<file path="src/rtl/link_cal_pkg.sv">
// link sizes of the receive-side calibration controller
// calibration timing constants and the three test codes

package link_cal_pkg;

   // link shape
   localparam int link_channels = 4;
   localparam int channel_width = 8;

   // enough bits to name any bit position of a word
   localparam int slip_width    = 3;

   // index of the last test, tests run from 0 up to this value
   localparam int tests            = 2;
   localparam int test_index_width = 2;

   // prepare phase length after start and after each test advance
   localparam int prepare_cycles = 8;

   // passing set must hold still this long before a partial pass counts
   localparam int timeout_cycles = 16;

   // consecutive good words before a checker reports pass
   localparam int match_run = 4;

   // test codes
   // alive: every word is all ones
   localparam logic [test_index_width-1:0] test_alive = 2'd0;

   // align: a single stable hot bit gives the word boundary
   localparam logic [test_index_width-1:0] test_align = 2'd1;

   // count: counting pattern once the slip is undone
   localparam logic [test_index_width-1:0] test_count = 2'd2;

endpackage

</file>
<file path="src/rtl/cal_wait_cycles.sv">
// restartable down-counter
// reports ready once cycles_p cycles have passed since the last activation

`timescale 1ns/1ps

module cal_wait_cycles
#(
   parameter int cycles_p = 8
)
(
   input  logic clk_i,
   input  logic reset_i,
   input  logic activate_i,
   output logic ready_r_o
);

   // wide enough to hold cycles_p itself
   localparam int count_width = $clog2(cycles_p + 1);

   logic [count_width-1:0] count_r;

   always_ff @(posedge clk_i)
   begin
      if (reset_i)
      begin
         // idle counter sits at zero, so ready right after reset
         count_r <= '0;
      end
      else if (activate_i)
      begin
         // reload also restarts a wait already in progress
         count_r <= count_width'(cycles_p);
      end
      else if (count_r != '0)
      begin
         count_r <= count_r - 1'b1;
      end
   end

   // high from the cycle the count reaches zero
   assign ready_r_o = (count_r == '0);

endmodule

</file>
<file path="src/rtl/cal_channel_checker.sv">
// per-channel judge of received words against the current calibration test
// alignment search gives a slip candidate, a match-run counter gives pass

`timescale 1ns/1ps

module cal_channel_checker
   import link_cal_pkg::*;
(
   input  logic                        clk_i,
   input  logic                        reset_i,
   input  logic [channel_width-1:0]    data_i,
   input  logic [test_index_width-1:0] test_index_i,
   input  logic                        prepare_i,
   input  logic [slip_width-1:0]       bit_slip_i,
   output logic                        pass_o,
   output logic [slip_width-1:0]       slip_candidate_o
);

   localparam int run_width = $clog2(match_run + 1);

   logic [channel_width-1:0]   prev_word_r;
   logic [2*channel_width-1:0] doubled;
   logic [channel_width-1:0]   rotated;
   logic                       one_hot;
   logic                       align_hit;
   logic [slip_width-1:0]      hot_pos;
   logic                       match;
   logic [run_width-1:0]       run_r;

   // rotate right by the latched slip, via a doubled word shifted down
   assign doubled = {data_i, data_i} >> bit_slip_i;
   assign rotated = doubled[channel_width-1:0];

   // exactly one bit set: non-zero and clearing the lowest bit leaves nothing
   assign one_hot = (data_i != '0) && ((data_i & (data_i - 1'b1)) == '0);

   // the hot bit must sit where it sat in the previous word
   assign align_hit = one_hot && (data_i == prev_word_r);

   // position of the set bit, only meaningful when one_hot
   always_comb
   begin
      hot_pos = '0;
      for (int i = 0; i < channel_width; i++)
      begin
         if (data_i[i])
         begin
            hot_pos = slip_width'(i);
         end
      end
   end

   // no stable hot bit means no alignment found yet
   assign slip_candidate_o = align_hit ? hot_pos : '0;

   // rule of the current test
   always_comb
   begin
      case (test_index_i)
         test_alive: match = (data_i == '1);
         test_align: match = align_hit;
         // compare holds 8 bits, so the increment wraps at 256
         test_count: match = (rotated == prev_word_r + 1'b1);
         default:    match = 1'b0;
      endcase
   end

   // previous word, kept in the same frame the current rule compares in
   always_ff @(posedge clk_i)
   begin
      if (test_index_i == test_count)
      begin
         prev_word_r <= rotated;
      end
      else
      begin
         prev_word_r <= data_i;
      end
   end

   // consecutive matches, saturating at match_run
   always_ff @(posedge clk_i)
   begin
      if (reset_i || prepare_i)
      begin
         run_r <= '0;
      end
      else if (!match)
      begin
         run_r <= '0;
      end
      else if (run_r != run_width'(match_run))
      begin
         run_r <= run_r + 1'b1;
      end
   end

   assign pass_o = (run_r == run_width'(match_run));

endmodule

</file>
<file path="src/rtl/cal_scoreboard.sv">
// per-test, per-channel pass record
// cleared on start, only the row of the running test follows the checkers

`timescale 1ns/1ps

module cal_scoreboard
   import link_cal_pkg::*;
(
   input  logic                        clk_i,
   input  logic                        reset_i,
   input  logic                        start_i,
   input  logic                        prepare_i,
   input  logic [test_index_width-1:0] test_index_i,
   input  logic [link_channels-1:0]    pass_i,
   output logic [link_channels-1:0]    scoreboard_o [tests+1]
);

   logic [link_channels-1:0] record_r [tests+1];

   always_ff @(posedge clk_i)
   begin
      if (reset_i || start_i)
      begin
         // fresh run, nothing has passed yet
         for (int t = 0; t <= tests; t++)
         begin
            record_r[t] <= '0;
         end
      end
      else if (!prepare_i)
      begin
         // only the running test row moves, finished rows keep their result
         for (int t = 0; t <= tests; t++)
         begin
            if (test_index_i == test_index_width'(t))
            begin
               record_r[t] <= pass_i;
            end
         end
      end
   end

   assign scoreboard_o = record_r;

endmodule

</file>
<file path="src/rtl/cal_sequencer.sv">
// calibration test sequencer
// prepare and stability waits, done flag, bit-slip latch during the align test

`timescale 1ns/1ps

module cal_sequencer
   import link_cal_pkg::*;
(
   input  logic                        clk_i,
   input  logic                        reset_i,
   input  logic                        start_i,
   input  logic [link_channels-1:0]    scoreboard_i [tests+1],
   input  logic [slip_width-1:0]       slip_candidate_i [link_channels],
   output logic [test_index_width-1:0] test_index_o,
   output logic                        prepare_o,
   output logic                        done_o,
   output logic [slip_width-1:0]       bit_slip_o [link_channels]
);

   logic [test_index_width-1:0] test_index_r;
   logic [test_index_width-1:0] test_index_n;
   logic                        done_r;
   logic                        done_n;
   logic                        running_r;
   logic                        running_n;
   logic [link_channels-1:0]    scoreboard_r [tests+1];
   logic [link_channels-1:0]    row_now;
   logic [link_channels-1:0]    row_r;
   logic [slip_width-1:0]       bit_slip_r [link_channels];
   logic                        prep_activate;
   logic                        prep_ready;
   logic                        window_ready;
   logic                        final_test;

   // prepare phase, restarted on start and on every advance
   cal_wait_cycles #(.cycles_p(prepare_cycles)) u_prep_wait
   (
      .clk_i      (clk_i),
      .reset_i    (reset_i),
      .activate_i (prep_activate),
      .ready_r_o  (prep_ready)
   );

   // stability window, restarted whenever the passing set moves
   // a channel that keeps toggling keeps this window from ever closing
   cal_wait_cycles #(.cycles_p(timeout_cycles)) u_window_wait
   (
      .clk_i      (clk_i),
      .reset_i    (reset_i),
      .activate_i (row_now != row_r),
      .ready_r_o  (window_ready)
   );

   assign row_now    = scoreboard_i[test_index_r];
   assign row_r      = scoreboard_r[test_index_r];
   assign final_test = (test_index_r == test_index_width'(tests));

   // next test index, done and run flags
   always_comb
   begin
      test_index_n  = test_index_r;
      done_n        = done_r;
      running_n     = running_r;
      prep_activate = 1'b0;

      if (start_i)
      begin
         // restart from test 0 whatever state we were in
         test_index_n  = '0;
         done_n        = 1'b0;
         running_n     = 1'b1;
         prep_activate = 1'b1;
      end
      else if (running_r && prep_ready)
      begin
         // everyone passed, or a partial set that has settled
         if ((&row_r) || ((|row_r) && window_ready))
         begin
            if (final_test)
            begin
               done_n    = 1'b1;
               running_n = 1'b0;
            end
            else
            begin
               test_index_n  = test_index_r + 1'b1;
               prep_activate = 1'b1;
            end
         end
      end
   end

   always_ff @(posedge clk_i)
   begin
      if (reset_i)
      begin
         test_index_r <= '0;
         done_r       <= 1'b0;
         running_r    <= 1'b0;
         scoreboard_r <= '{default: '0};
      end
      else
      begin
         test_index_r <= test_index_n;
         done_r       <= done_n;
         running_r    <= running_n;
         // decisions look at this copy, one cycle behind the scoreboard
         scoreboard_r <= scoreboard_i;
      end
   end

   // slip amounts follow the checkers only while aligning, then hold
   always_ff @(posedge clk_i)
   begin
      if (reset_i)
      begin
         bit_slip_r <= '{default: '0};
      end
      else if (test_index_r == test_align)
      begin
         bit_slip_r <= slip_candidate_i;
      end
   end

   assign test_index_o = test_index_r;
   assign prepare_o    = ~prep_ready;
   assign done_o       = done_r;
   assign bit_slip_o   = bit_slip_r;

endmodule

</file>
<file path="src/rtl/link_cal_top.sv">
// receive-side link calibration controller
// one checker per channel, the pass scoreboard and the test sequencer

`timescale 1ns/1ps

module link_cal_top
   import link_cal_pkg::*;
(
   input  logic                        clk_i,
   input  logic                        reset_i,
   input  logic                        start_i,
   input  logic [channel_width-1:0]    link_data_i [link_channels],
   output logic [test_index_width-1:0] test_index_o,
   output logic                        prepare_o,
   output logic                        done_o,
   output logic [slip_width-1:0]       bit_slip_o [link_channels]
);

   logic [test_index_width-1:0] test_index;
   logic                        prepare;
   logic [slip_width-1:0]       bit_slip [link_channels];
   logic [link_channels-1:0]    pass;
   logic [slip_width-1:0]       slip_candidate [link_channels];
   logic [link_channels-1:0]    scoreboard [tests+1];

   // every checker sees the same test and prepare, and its own slip
   for (genvar c = 0; c < link_channels; c++)
   begin : g_channel
      cal_channel_checker u_checker
      (
         .clk_i            (clk_i),
         .reset_i          (reset_i),
         .data_i           (link_data_i[c]),
         .test_index_i     (test_index),
         .prepare_i        (prepare),
         .bit_slip_i       (bit_slip[c]),
         .pass_o           (pass[c]),
         .slip_candidate_o (slip_candidate[c])
      );
   end

   cal_scoreboard u_scoreboard
   (
      .clk_i        (clk_i),
      .reset_i      (reset_i),
      .start_i      (start_i),
      .prepare_i    (prepare),
      .test_index_i (test_index),
      .pass_i       (pass),
      .scoreboard_o (scoreboard)
   );

   cal_sequencer u_sequencer
   (
      .clk_i            (clk_i),
      .reset_i          (reset_i),
      .start_i          (start_i),
      .scoreboard_i     (scoreboard),
      .slip_candidate_i (slip_candidate),
      .test_index_o     (test_index),
      .prepare_o        (prepare),
      .done_o           (done_o),
      .bit_slip_o       (bit_slip)
   );

   assign test_index_o = test_index;
   assign prepare_o    = prepare;
   assign bit_slip_o   = bit_slip;

endmodule

</file>
<file path="config.mk">
export PLATFORM = sky130hd
export DESIGN_NAME = link_cal_top
export DESIGN_NICKNAME = d
export VERILOG_FILES = /design/src/rtl/link_cal_pkg.sv /design/src/rtl/cal_wait_cycles.sv /design/src/rtl/cal_channel_checker.sv /design/src/rtl/cal_scoreboard.sv /design/src/rtl/cal_sequencer.sv /design/src/rtl/link_cal_top.sv
export SDC_FILE = /design/constraint.sdc
export NUM_CORES = 1
export LEC_CHECK = 0
export ABC_CLOCK_PERIOD_IN_PS = 5500
export BUFFER_PORTS_ARGS = -buffer_cell sky130_fd_sc_hd__buf_4
export CAP_MARGIN = 20
export CORE_MARGIN = 3
export CORE_UTILIZATION = 38
export CTS_BUF_LIST = sky130_fd_sc_hd__clkbuf_4
export DETAILED_ROUTE_END_ITERATION = 8
export PLACE_DENSITY_LB_ADDON = 0.3
export SLEW_MARGIN = 10
export SYNTH_ARGS = -nofsm -noshare
export SYNTH_HDL_FRONTEND = slang
export SYNTH_SLANG_ARGS = --single-unit
</file>
<file path="constraint.sdc">
create_clock -name clk_i -period 5.5 [get_ports clk_i]
set_clock_uncertainty 0.05 [all_clocks]
set_input_delay 0.275 -clock clk_i [delete_from_list [all_inputs] [get_ports clk_i]]
set_output_delay 0.275 -clock clk_i [all_outputs]
set_load 0.01 [all_outputs]
</file>
Yosys cells after proc, flatten, opt, wreduce, memory -nomap -nowiden
Cells that the tools add are included.
Cells by class
  bitwise gates (word level): 11
  mux-type cells: 58
  shift operators: 4
  $lt $le $gt $ge: 1
  $add $sub $neg: 15
  reduce and logical (&&, ||, !) cells: 46
  equal/unequal tests: 23
Operators by type and width (number)
  $eq A8 B8 Y1: 8
  $shr A16 B3 Y8: 4
  $mux W3: 20
  $add A8 B1 Y8 const B: 4
  $and A8 B8 Y8: 4
  $eq A8 B8 Y1 const B: 4
  $logic_not A8 Y1: 4
  $mux W8: 4
  $reduce_bool A8 Y1: 4
  $sub A8 B1 Y8 const B: 4
  $mux W4: 6
  $bmux W4 S2: 2
  $mux W2: 8
  $reduce_or A2 Y1: 7
  $add A3 B1 Y3 const B: 4
  $eq A3 B3 Y1 const B: 4
  $mux W1: 12
  $ne A3 B3 Y1 const B: 4
  $pmux W1 S3: 4
  $logic_and A1 B1 Y1: 10
  $mux W5: 2
  $reduce_bool A2 Y1: 5
  $reduce_and A3 Y1: 3
  $not A1 Y1: 6
  other kinds (17): 21
Storage, ports and cells
  register bits: 93
  output and inout bits: 16

Logic depth before layout (Yosys ltp)
Gate-level depths: netlist (run 1).
  depth after elaboration: 11
  depth in mapped cells: 10
  mapped depth without buffers: 10

Hierarchy
From an unflattened synthesis (run 1), not the netlist that was laid out.
Second synthesis, totals
  cell total of the unflattened synthesis: 896
  area total of the unflattened synthesis: 7500.9 µm²
By module, submodules not included
  cal_channel_checker: area an instance 1325.0 µm², times used 4, cells an instance 170
  cal_sequencer: area an instance 1226.2 µm², times used 1, cells an instance 124
  cal_scoreboard: area an instance 545.5 µm², times used 1, cells an instance 47
  cal_wait_cycles at u_sequencer.u_window_wait: area an instance 226.5 µm², times used 1, cells an instance 25
  cal_wait_cycles at u_sequencer.u_prep_wait: area an instance 202.7 µm², times used 1, cells an instance 20

Worst setup path after synthesis (run 1)
No wires, ideal clock.
  path kind: register to register
  from: register u_sequencer.test_index_r[1] (netlist: u_sequencer.test_index_o[1])
  to: register g_channel[0].u_checker.run_r[2]
  required time: 5.377 ns
  arrival time: 2.267 ns
  slack: 3.110 ns
  stages on the path, launching flop included: 11
  setup time: 0.073 ns
  cells stage by stage: dfxtp_1 -> buf_2 -> inv_1 -> ha_1 -> a21boi_0 -> nand4_1 -> or4_1 -> nor3_2 -> o21a_1 -> a41oi_2 -> nor3_2
Between the ends
  cells in the longest elaborated chain, start to end: 4
  elaborated cells on any way between the ends: 6
RTL lines
  start, declared: RTL line cal_sequencer.sv:20  | logic [test_index_width-1:0] test_index_r;
  start signal, assigned: RTL line cal_sequencer.sv:104  | test_index_r <= test_index_n;
  $eq A2 B2 Y1, or another cell as far along: RTL line cal_channel_checker.sv:59  | case (test_index_i)
  $pmux W1 S3 (*): RTL line cal_channel_checker.sv:59
  $not A1 Y1 (no line) (*)
  $reduce_or A2 Y1 (no line) (*)
  end signal, assigned: RTL line cal_channel_checker.sv:94  | run_r <= run_r + 1'b1;
  end, declared: RTL line cal_channel_checker.sv:28  | logic [run_width-1:0] run_r;
Mark *: on every way between the ends. The rest lies on a longest branch, timed or not.
A chain may end at the register's enable or synchronous reset.

Worst setup path in the final report (run 1)
  from: register u_sequencer.test_index_r[0] (netlist: u_sequencer.test_index_o[0])
  to: register g_channel[0].u_checker.run_r[2]
Same word-level chain as after synthesis.

==> metrics.cfg, run 1 <==
[worst_hold_path]
worstHoldEndpoint=g_channel[1].u_checker.prev_word_r[2]$_DFF_P_
min_path_type=primary input to flop
hold_path_depth=3
hold_start=link_data_i[18]

[logic_synthesis]
synth.largest_area_cell=dfxtp_1
synth-main-ff-cell=dfxtp_1
yosysSeqAreaShare=0.261
synth_nets=912
synth_area_um2=7130
synthTopCellsByArea=dfxtp_1 (26%), mux2i_1 (8.1%), xnor2_1 (6.4%)
synth_top_cell_area_share=0.261
ys_seq_elements=93
ys_types=72
async_flop_share=0
syn_area_per_cell_um2=8.32
synth-edff-count=0
syn_inst=857
yosysWarnings=0

[clock_tree]
clkSinkCount=93
cts_resized=0
cts_max_path_buffers=2
cts_tree=done
htreeDepth=3
insertion_delay_ps=460
path_clk_slew_ps=160
numCtsBuffers=9
cts.root.buffer_cell=clkbuf_4

[drt]
drc_errors=0
postRouteAntennaNets=0
wl_per_cell_um=15.4
dr.pass1.iters=4
routed-via-count=6025
vias_per_cell=5.55
drt_wl_total_mm=16.7
drt_iter0_drc=393

[power_and_ir_drop]
power.net_switching_uw=475
p_sw_frac=0.318
power_density_nw_per_um2=196
pwr-share-seq=0.502
leakagePower_nw=2.61
vdd_ir_drop_max_v=0.0000898
combPwrFrac=0.253
clkPwrFrac=0.246
cellInternalPower_mw=1.02

[critical_path]
r2r_cells=8
worstPathCellList=ha_1 > a21boi_0 > nand4_1 > or4_1 > nor3_2 > o21a_1 > a41oi_2 > nor3_2
slowest_stage=ha_1
start_kind=flop
cp-end-kind=flop
crit_arrival_ps=3400
cp.required_ps=5840
critical_path.max_fanout=17
critPathKind=flop to flop
cpMostUsedCell=nor3_2
max_stage_delay_ps=700
ff2ff_setup_slack_ps=2440
regToRegStartpoint=u_sequencer.test_index_o[0]$_SDFFE_PP0P_
r2r_end=g_channel[0].u_checker.run_r[2]$_SDFFE_PP0N_

[global_route]
grt_pass1_vias=5660
grt_pass1_wl_mm=28.4
grt_max_degree=45
antenna_found_initial=1
overflow=0
grtUsageTotal=0.168

[final_layout]
final_util=0.419
n_fill_cell=1809
multi_input_area_um2=4850
final_cells=1085
nets=906
final-seq-area_um2=1860
drive_above_1_share=0.146
syn_to_final_growth_pct=7.04

[timing]
setup_viol=0
fin_tns_setup_ps=0
worst_pin_slew_ps=771
clock.fmax_mhz=327
finalCriticalPeriod_ps=3060
final-max-slew-violation-count=0
period_share=0.557
relSlewSlack=0.486
rsz0062_at_grt=false
hold_violations=0

[floorplan]
die_h_um=143
die_w_um=143
boundaryPins=51
core-area_um2=18200
die-area_um2=20400
start_util=0.392
core.rowCount=49

[place]
placed_cells=1068
port_buffers=50
dp_hpwl_mm=12.1
place.gp.congestion=0.836

[flow_run]
max-cap-violations=0

[run_status]
status=finished, final reports clean

==> layout make-up <==
type / count / share of cell area
Multi-Input combinational cell: 665 / 0.635
Sequential cell: 93 / 0.244
Timing Repair Buffer: 52 / 0.0515
Tap cell: 229 / 0.0375
Inverter: 30 / 0.0148
Clock buffer: 10 / 0.00984
Clock inverter: 5 / 0.00689
Antenna cell: 1 / 0.000328
==> Yosys cell counts, types with 4 or more instances <==
| cell | instances |
|---|---|
| nor2_1 | 107 |
| dfxtp_1 | 93 |
| a21oi_1 | 64 |
| mux2i_1 | 58 |
| xnor2_1 | 52 |
| clkbuf_1 | 43 |
| nand2_1 | 42 |
| nor3_1 | 35 |
| inv_1 | 28 |
| nand3_1 | 24 |
| mux2_2 | 23 |
| xor2_1 | 23 |
| buf_2 | 20 |
| ha_1 | 20 |
| nor2b_1 | 20 |
| mux4_2 | 18 |
| o21ai_0 | 18 |
| nand4_1 | 15 |
| nand2b_1 | 13 |
| a31oi_1 | 10 |
| nor4_1 | 8 |
| and2_1 | 7 |
| o211ai_1 | 7 |
| o31ai_1 | 7 |
| or4_1 | 7 |
| nand3b_1 | 5 |
| a2111oi_0 | 4 |
| a211oi_1 | 4 |
| and3_1 | 4 |
| o21bai_1 | 4 |
| o2bb2ai_1 | 4 |
| or3_1 | 4 |
==> flip-flops by register name, indices dropped and copies added (netlist names) <==
| name | cells |
|---|---|
| u_sequencer.u_prep_wait.count_r | 4 |
| u_sequencer.u_window_wait.count_r | 5 |
| u_sequencer.test_index_o | 2 |
| g_channel.u_checker.prev_word_r | 32 |
| g_channel.u_checker.run_r | 12 |
| u_sequencer.running_r | 1 |
| u_sequencer.bit_slip_o | 12 |
| u_sequencer.done_o | 1 |
| u_sequencer.scoreboard_r | 12 |
| u_scoreboard.scoreboard_o | 12 |
==> metal layers <==
layer | track usage | routed length [um]
met1 | 0.230 | 8050
met2 | 0.273 | 7750
met3 | 0.0255 | 709
met4 | 0.0505 | 217
met5 | 0 | 0
==> cells in the final DEF (no fill, tap or decap), types with 4 or more instances in the layout <==
| master | count |
|---|---|
| nor2_1 | 107 |
| dfxtp_1 | 93 |
| a21oi_1 | 64 |
| mux2i_1 | 58 |
| xnor2_1 | 52 |
| buf_4 | 51 |
| nand2_1 | 42 |
| nor3_1 | 35 |
| inv_1 | 28 |
| nand3_1 | 24 |
| mux2_2 | 23 |
| xor2_1 | 23 |
| nor2b_1 | 20 |
| ha_1 | 19 |
| mux4_2 | 18 |
| o21ai_0 | 18 |
| nand4_1 | 15 |
| nand2b_1 | 13 |
| a31oi_1 | 10 |
| clkbuf_4 | 10 |
| nor4_1 | 8 |
| or4_1 | 7 |
| o31ai_1 | 7 |
| o211ai_1 | 7 |
| and2_1 | 7 |
| nand3b_1 | 5 |
| o2bb2ai_1 | 4 |
| a2111oi_0 | 4 |
| and3_1 | 4 |
| or3_1 | 4 |
| a211oi_1 | 4 |
| o21bai_1 | 4 |
==> repair_timing <==
item / in CTS / in global routing
setup buffers: 0 / 0
endpoints found under the hold margin: 1 / 0
hold buffers: 1 / 0
==> how the worst max path moves through the flow <==
stage                                                   startpoint                                      endpoint  cells after the start  slack (ps)
after floorplan           u_sequencer.test_index_o[1]$_SDFFE_PP0P_  g_channel[0].u_checker.run_r[2]$_SDFFE_PP0N_                     10        3110
after global placement    u_sequencer.test_index_o[0]$_SDFFE_PP0P_  g_channel[0].u_checker.run_r[2]$_SDFFE_PP0N_                      8        2570
after global routing      u_sequencer.test_index_o[0]$_SDFFE_PP0P_  g_channel[0].u_checker.run_r[2]$_SDFFE_PP0N_                      8        2180
after CTS                 u_sequencer.test_index_o[0]$_SDFFE_PP0P_  g_channel[0].u_checker.run_r[2]$_SDFFE_PP0N_                      8        2410
final                     u_sequencer.test_index_o[0]$_SDFFE_PP0P_  g_channel[0].u_checker.run_r[2]$_SDFFE_PP0N_                      8        2440
after detailed placement  u_sequencer.test_index_o[0]$_SDFFE_PP0P_  g_channel[0].u_checker.run_r[2]$_SDFFE_PP0N_                      8        2440
==> power by group through the flow <==
| stage | combinational, mW | sequential, mW | clock, mW |
|---|---|---|---|
| 2_1_floorplan | 0.299 | 0.751 | 0 |
| 3_3_place_gp | 0.373 | 0.762 | 0 |
| 3_5_place_dp | 0.377 | 0.762 | 0 |
| 4_1_cts | 0.378 | 0.748 | 0.382 |
| 5_1_grt | 0.429 | 0.755 | 0.405 |
| 6_report | 0.377 | 0.749 | 0.367 |
==> through the flow <==
stage	power (mW)	hold WS, ps	setup slack, ps	cell area (um^2)
after detailed placement	1.14	406	2440	7490
after global placement	1.14	412	2570	7490
final	1.49	75.0	2440	7630
after CTS	1.51	36.3	2410	7630
after global routing	1.59	55.7	2180	7630
after floorplan	1.05	342	3110	7130
==> critical path, delay by kind of cell, from the launching register on <==
family	cells	cell delay (ps)
AOI/OAI and AO/OA	3	480
and+or+nand+nor	4	1100
adders and majority gates	1	700
DFF	1	670
==> cell families (layout without fill, tap and decap cells) <==
| logic type | Yosys count | count (layout) | synth area share |
|---|---|---|---|
| AND/OR/NAND/NOR | 311 | 311 | 0.225 |
| flip-flops | 93 | 93 | 0.261 |
| other | 0 | 1 | 0 |
| buffers and inverters | 99 | 97 | 0.0593 |
| AO/OA/AOI/OAI | 155 | 155 | 0.140 |
| XOR/XNOR | 75 | 75 | 0.0921 |
| multiplexers | 104 | 104 | 0.187 |
| adder cells (fa/ha/maj) | 20 | 20 | 0.0351 |
Note: power is estimated with default switching activity, not from simulation.
==> run 2: changes to the inputs <==
--- a/config.mk
+++ b/config.mk
@@ -5,7 +5,8 @@
 export SDC_FILE = /design/constraint.sdc
 export NUM_CORES = 1
 export LEC_CHECK = 0
-export ABC_CLOCK_PERIOD_IN_PS = 5500
+export ABC_AREA = 1
+export ABC_CLOCK_PERIOD_IN_PS = 3100
 export BUFFER_PORTS_ARGS = -buffer_cell sky130_fd_sc_hd__buf_4
 export CAP_MARGIN = 20
 export CORE_MARGIN = 3
==> constraint.sdc (replaced) <==
create_clock -name clk_i -period 3.1 [get_ports clk_i]
set_clock_uncertainty 0.05 [all_clocks]
set_input_delay 0.155 -clock clk_i [delete_from_list [all_inputs] [get_ports clk_i]]
set_output_delay 0.155 -clock clk_i [all_outputs]
set_load 0.01 [all_outputs]
==> metrics.cfg, run 2 <==
[logic_synthesis]
synth.largest_area_cell=dfxtp_1
syn_inst=1143
synth_top_cell_area_share=0.270
ys_types=43
synthTopCellsByArea=dfxtp_1 (27%), nand2_1 (17%), nand3_1 (14%)
ys_seq_elements=93
yosysSeqAreaShare=0.270
async_flop_share=0
yosysWarnings=0
synth-main-ff-cell=dfxtp_1
synth_nets=1198
post-synth-top-count-cell=nand2_1
synth_common_cells=nand2_1 (318), nand3_1 (187), inv_1 (121)
syn_area_per_cell_um2=6.03
synth-edff-count=0
synth_area_um2=6890

[place]
post_dp_cell_area_um2=7410
dp_slack_ps=819
placed_cells=1389
place.gp.congestion=0.936
port_buffers=50
dp_hpwl_mm=14.4

[clock_tree]
path_clk_slew_ps=150
cts_setup_buffers=0
htreeDepth=3
cts_tree=done
numCtsBuffers=9
cts_max_path_buffers=2
cts.root.buffer_cell=clkbuf_4
clkSinkCount=93
insertion_delay_ps=470

[drt]
postRouteAntennaNets=0
top_layer=met4
drt_iter0_drc=644
vias_per_cell=5.19
wl_met1_mm=8.80
wl_met3_mm=1.10
routed-via-count=7457
dr_wl_met2_mm=8.76
drt_wl_total_mm=19.0
dr.pass1.iters=6
drc_errors=0
wl_per_cell_um=13.2

[final_layout]
nets=1260
top_register=g_channel.u_checker.prev_word_r
final_area_um2=7850
syn_to_final_growth_pct=13.9
largest_reg_flops=32
final_common_cell=nand2_1
final_cells=1436
final_cell_mix=nand2_1 (318), nand3_1 (187), inv_1 (121), nor2_1 (111), dfxtp_1 (93)
drive_above_1_share=0.0793

[timing]
hold_violations=0
fin_tns_setup_ps=0
clock.fmax_mhz=437
relSlewSlack=0.473
setup_slack_ps=812
setup_viol=0
worst_pin_slew_ps=787
period_share=0.738
final-max-slew-violation-count=0
finalCriticalPeriod_ps=2290
rsz0062_at_grt=false

[power_and_ir_drop]
leakagePower_nw=3.64
vdd_ir_drop_max_v=0.000219
total_power_mw=2.74
power_density_nw_per_um2=349

[worst_hold_path]
min_path_type=primary input to flop
hold_start=link_data_i[20]

[floorplan]
boundaryPins=51
die_h_um=141
core.rowCount=48
core-area_um2=17500
start_util=0.393
die_w_um=141
die-area_um2=19800

[global_route]
grtUsageTotal=0.191
grt_max_degree=34
overflow=0
antenna_found_initial=1
grt_pass1_wl_mm=31.7
grt_pass1_vias=6791

[critical_path]
critPathKind=flop to flop
cp.required_ps=3470
critical_path.max_fanout=14
regToRegStartpoint=u_sequencer.test_index_o[0]$_SDFFE_PP0P_
crit_start=u_sequencer.test_index_o[0]$_SDFFE_PP0P_
start_kind=flop
cp-end-kind=flop
crit_arrival_ps=2660

[run_status]
status=finished, final reports clean

[flow_run]
max-cap-violations=0

-- run 2: changes by cell type after synthesis, moves of 20 or more --
cell	delta
xnor2_1	-38
nor2b_1	-20
nand2_1	+276
nand3_1	+163
mux2i_1	-57
nor3_1	-23
clkbuf_1	-36
inv_1	+93
mux2_2	-23
o21ai_0	+61
-- run 2: metrics by stage --
| step | hold WS, ps | utilization |
|---|---|---|
| global route | 46.3 | 0.448 |
| detailed placement | 386 | 0.423 |
| global placement | 380 | 0.423 |
| CTS | 2.91 | 0.448 |
| finish | 35.7 | 0.448 |
| floorplan | 255 | - |
-- run 2: cell type report --
class                      instances  area, um^2
fill                            1907        9680
tap                              225         282
sequential                        93        1860
clock inverter                     6        63.8
timing repair buffer              84         706
multi-input combinational        882        4350
antenna                            1        2.50
inverter                         135         517
clock buffer                      10        75.1
-- run 2: path summary, 6_finish.rpt --
kind,depth (start not counted),slack (ps),endpoint
setup / recovery,11,810,g_channel[2].u_checker.run_r[2]$_SDFFE_PP0N_
hold / removal,3,40,g_channel[1].u_checker.prev_word_r[4]$_DFF_P_
setup reg to reg,11,810,g_channel[2].u_checker.run_r[2]$_SDFFE_PP0N_
hold reg to reg,2,400,u_sequencer.scoreboard_r[3]$_SDFF_PP0_
-- run 2: logic make-up after synthesis --
kind of cell	synth area share
AND/OR/NAND/NOR	0.415
buffers and inverters	0.0998
AO/OA/AOI/OAI	0.129
flip-flops	0.270
XOR/XNOR	0.0483
adder cells (fa/ha/maj)	0.0363
multiplexers	0.00145
-- run 2: routing by layer --
layer  vias up  global-route usage
li1       3864                   -
met1      3321               0.255
met2       243               0.323
met3        29              0.0244
met4         0              0.0556
met5         -                   0
-- run 2: repair_timing --
| item | 4_1_cts | 5_1_grt |
|---|---|---|
| hold buffers | 30 | 0 |
| gates resized for setup | 0 | 0 |
| endpoints found under the hold margin | 52 | 0 |
-- run 2: critical path, stage by stage (launching register included) --
cell and delay, ps:
dfxtp_1 720, ha_1 370, inv_1 270, a21oi_1 190
nand3_1 90, nor2_1 100, nand3_1 90, nand2_1 70
inv_1 30, nand2_1 50, nand2_1 70, nor2_1 120
-- run 2: power by group --
| group | internal [mW] | switching, mW | leakage (nW) |
|---|---|---|---|
| Clock | 0.254 | 0.427 | 0.0740 |
| Sequential | 1.26 | 0.0514 | 0.764 |
| Combinational | 0.300 | 0.442 | 2.80 |
==> run 3: changes to the inputs <==
--- a/config.mk
+++ b/config.mk
@@ -5,8 +5,8 @@
 export SDC_FILE = /design/constraint.sdc
 export NUM_CORES = 1
 export LEC_CHECK = 0
-export ABC_AREA = 1
-export ABC_CLOCK_PERIOD_IN_PS = 3100
+export ABC_AREA = 0
+export ABC_CLOCK_PERIOD_IN_PS = 2300
 export BUFFER_PORTS_ARGS = -buffer_cell sky130_fd_sc_hd__buf_4
 export CAP_MARGIN = 20
 export CORE_MARGIN = 3
==> constraint.sdc (replaced) <==
create_clock -name clk_i -period 2.3 [get_ports clk_i]
set_clock_uncertainty 0.05 [all_clocks]
set_input_delay 0.115 -clock clk_i [delete_from_list [all_inputs] [get_ports clk_i]]
set_output_delay 0.115 -clock clk_i [all_outputs]
set_load 0.01 [all_outputs]
==> metrics.cfg, run 3 (synthesis results as in run 1) <==
[final_layout]
nets=1016
final_cell_mix=buf_4 (121), nor2_1 (107), dfxtp_1 (86), a21oi_1 (63), mux2i_1 (54)
final_cells=1196
top_register=g_channel.u_checker.prev_word_r
multi_input_area_um2=5000
drive_above_1_share=0.241
n_fill_cell=1763
syn_to_final_growth_pct=22.8
final_common_cell=buf_4
final-seq-area_um2=1880
largest_reg_flops=32

[drt]
routed-via-count=6537
postRouteAntennaNets=0
wl_per_cell_um=15.9
dr.pass1.iters=5
drt_iter0_drc=461
drc_errors=0
drt_wl_total_mm=19.0
vias_per_cell=5.47

[power_and_ir_drop]
leakagePower_nw=3.20
total_power_mw=3.70
power_density_nw_per_um2=423
vdd_ir_drop_max_v=0.000263

[clock_tree]
numCtsBuffers=9
cts_max_path_buffers=2
cts_tree=done
htreeDepth=3
cts.root.buffer_cell=clkbuf_4
insertion_delay_ps=490
clkSinkCount=93
path_clk_slew_ps=170

[timing]
period_share=1.03
fin_tns_setup_ps=-215
relSlewSlack=0.676
clock.fmax_mhz=421
setup_viol=4
rsz0062_at_grt=true
finalCriticalPeriod_ps=2370
setup_slack_ps=-73.1
hold_violations=0
worst_pin_slew_ps=485
final-max-slew-violation-count=0

[flow_run]
max-cap-violations=0

[critical_path]
critPathKind=flop to flop
cp.required_ps=2670
cp-end-kind=flop
critical_path.max_fanout=9
max_stage_delay_ps=530
cp_num_buf_inv=2
critPathTopFamily=multiplexers
worstPathCellList=buf_12 > mux2i_4 > mux4_2 > buf_6 > nor3b_4 > nor4_2 > mux2i_1 > a41oi_2 > nor3_2
crit_arrival_ps=2740
start_kind=flop
slowest_stage=mux4_2

[floorplan]
die-area_um2=20400
core-area_um2=18200
core.rowCount=49
die_w_um=143
start_util=0.392
boundaryPins=51
die_h_um=143

[place]
port_buffers=50
place.gp.congestion=0.861
dp_hpwl_mm=13.2
placed_cells=1135

[global_route]
grt_pass1_wl_mm=30.6
grt_max_degree=69
grtUsageTotal=0.184
overflow=0
grt_pass1_vias=6130
antenna_found_initial=1

[run_status]
violations=negative setup slack
status=complete, but fails checks

[worst_hold_path]
min_path_type=primary input to flop

## run 3: changes by cell type in the layout (fill, tap and decap cells not counted), moves of 20 or more
cell	change
nand2_1	-277
nand3_1	-164
inv_1	-93
buf_4	+67
o21ai_0	-61
mux2i_1	+53
xnor2_1	+37
nor3_1	+21
mux2_2	+20
nor2b_1	+20
## run 3: power breakdown
| group | internal, mW | switching, mW |
|---|---|---|
| sequential | 1.69 | 0.0840 |
| clock | 0.233 | 0.615 |
| combinational | 0.522 | 0.559 |
## run 3: metal layers
layer	global-route usage	up-vias	part of all wire
met5	0	-	0
met4	0.0635	0	0.019
met3	0.0265	30	0.039
met2	0.307	149	0.49
met1	0.245	3089	0.45
li1	-	3269	-
## run 3: metrics by stage
stage	hold slack (ps)	setup slack, ps	utilization	instance area, um^2
finish	371	-73.1	0.481	8760
global route	356	-196	0.481	8760
CTS	336	5.35	0.471	8580
detailed placement	318	-68.9	0.442	8050
global placement	302	-22.0	0.442	8050
floorplan	182	5.23	-	7130
## run 3: final cells by class
class / instances / area share
diodes: 1 / 0.000286
clock buffers: 10 / 0.00857
repair buffers: 162 / 0.156
multi-input cells: 665 / 0.571
flip-flops and latches: 93 / 0.214
inverters: 30 / 0.0129
well taps: 229 / 0.0327
clock inverters: 6 / 0.00457
## run 3: worst min-delay path, cell delays in order
cell           delay [ps]
dlygate4sd3_1         520
buf_4                 120
a21oi_1                40
nor2_1                 70
## run 3: path summary, 6_finish.rpt
| kind | startpoint | endpoint | slack [ps] | cells past startpoint |
|---|---|---|---|---|
| hold reg to reg | u_scoreboard.scoreboard_o[6]$_SDFFE_PP0P_ | u_sequencer.scoreboard_r[6]$_SDFF_PP0_ | 420 | 1 |
| hold / removal | start_i | u_sequencer.running_r$_SDFFE_PP0P_ | 370 | 4 |
| setup reg to reg | u_sequencer.bit_slip_o[11]$_SDFFE_PP0P_ | g_channel[0].u_checker.run_r[2]$_SDFFE_PP0N_ | -70 | 9 |
| setup / recovery | u_sequencer.bit_slip_o[11]$_SDFFE_PP0P_ | g_channel[0].u_checker.run_r[2]$_SDFFE_PP0N_ | -70 | 9 |
## run 3: repair_timing
action                     CTS  global route
setup endpoints to repair    9            17
pin swaps                    9             9
hold buffers                34             0
setup buffers                3             7
gates cloned                 0             0
gates resized for setup     16            29
hold endpoints to repair    44             0
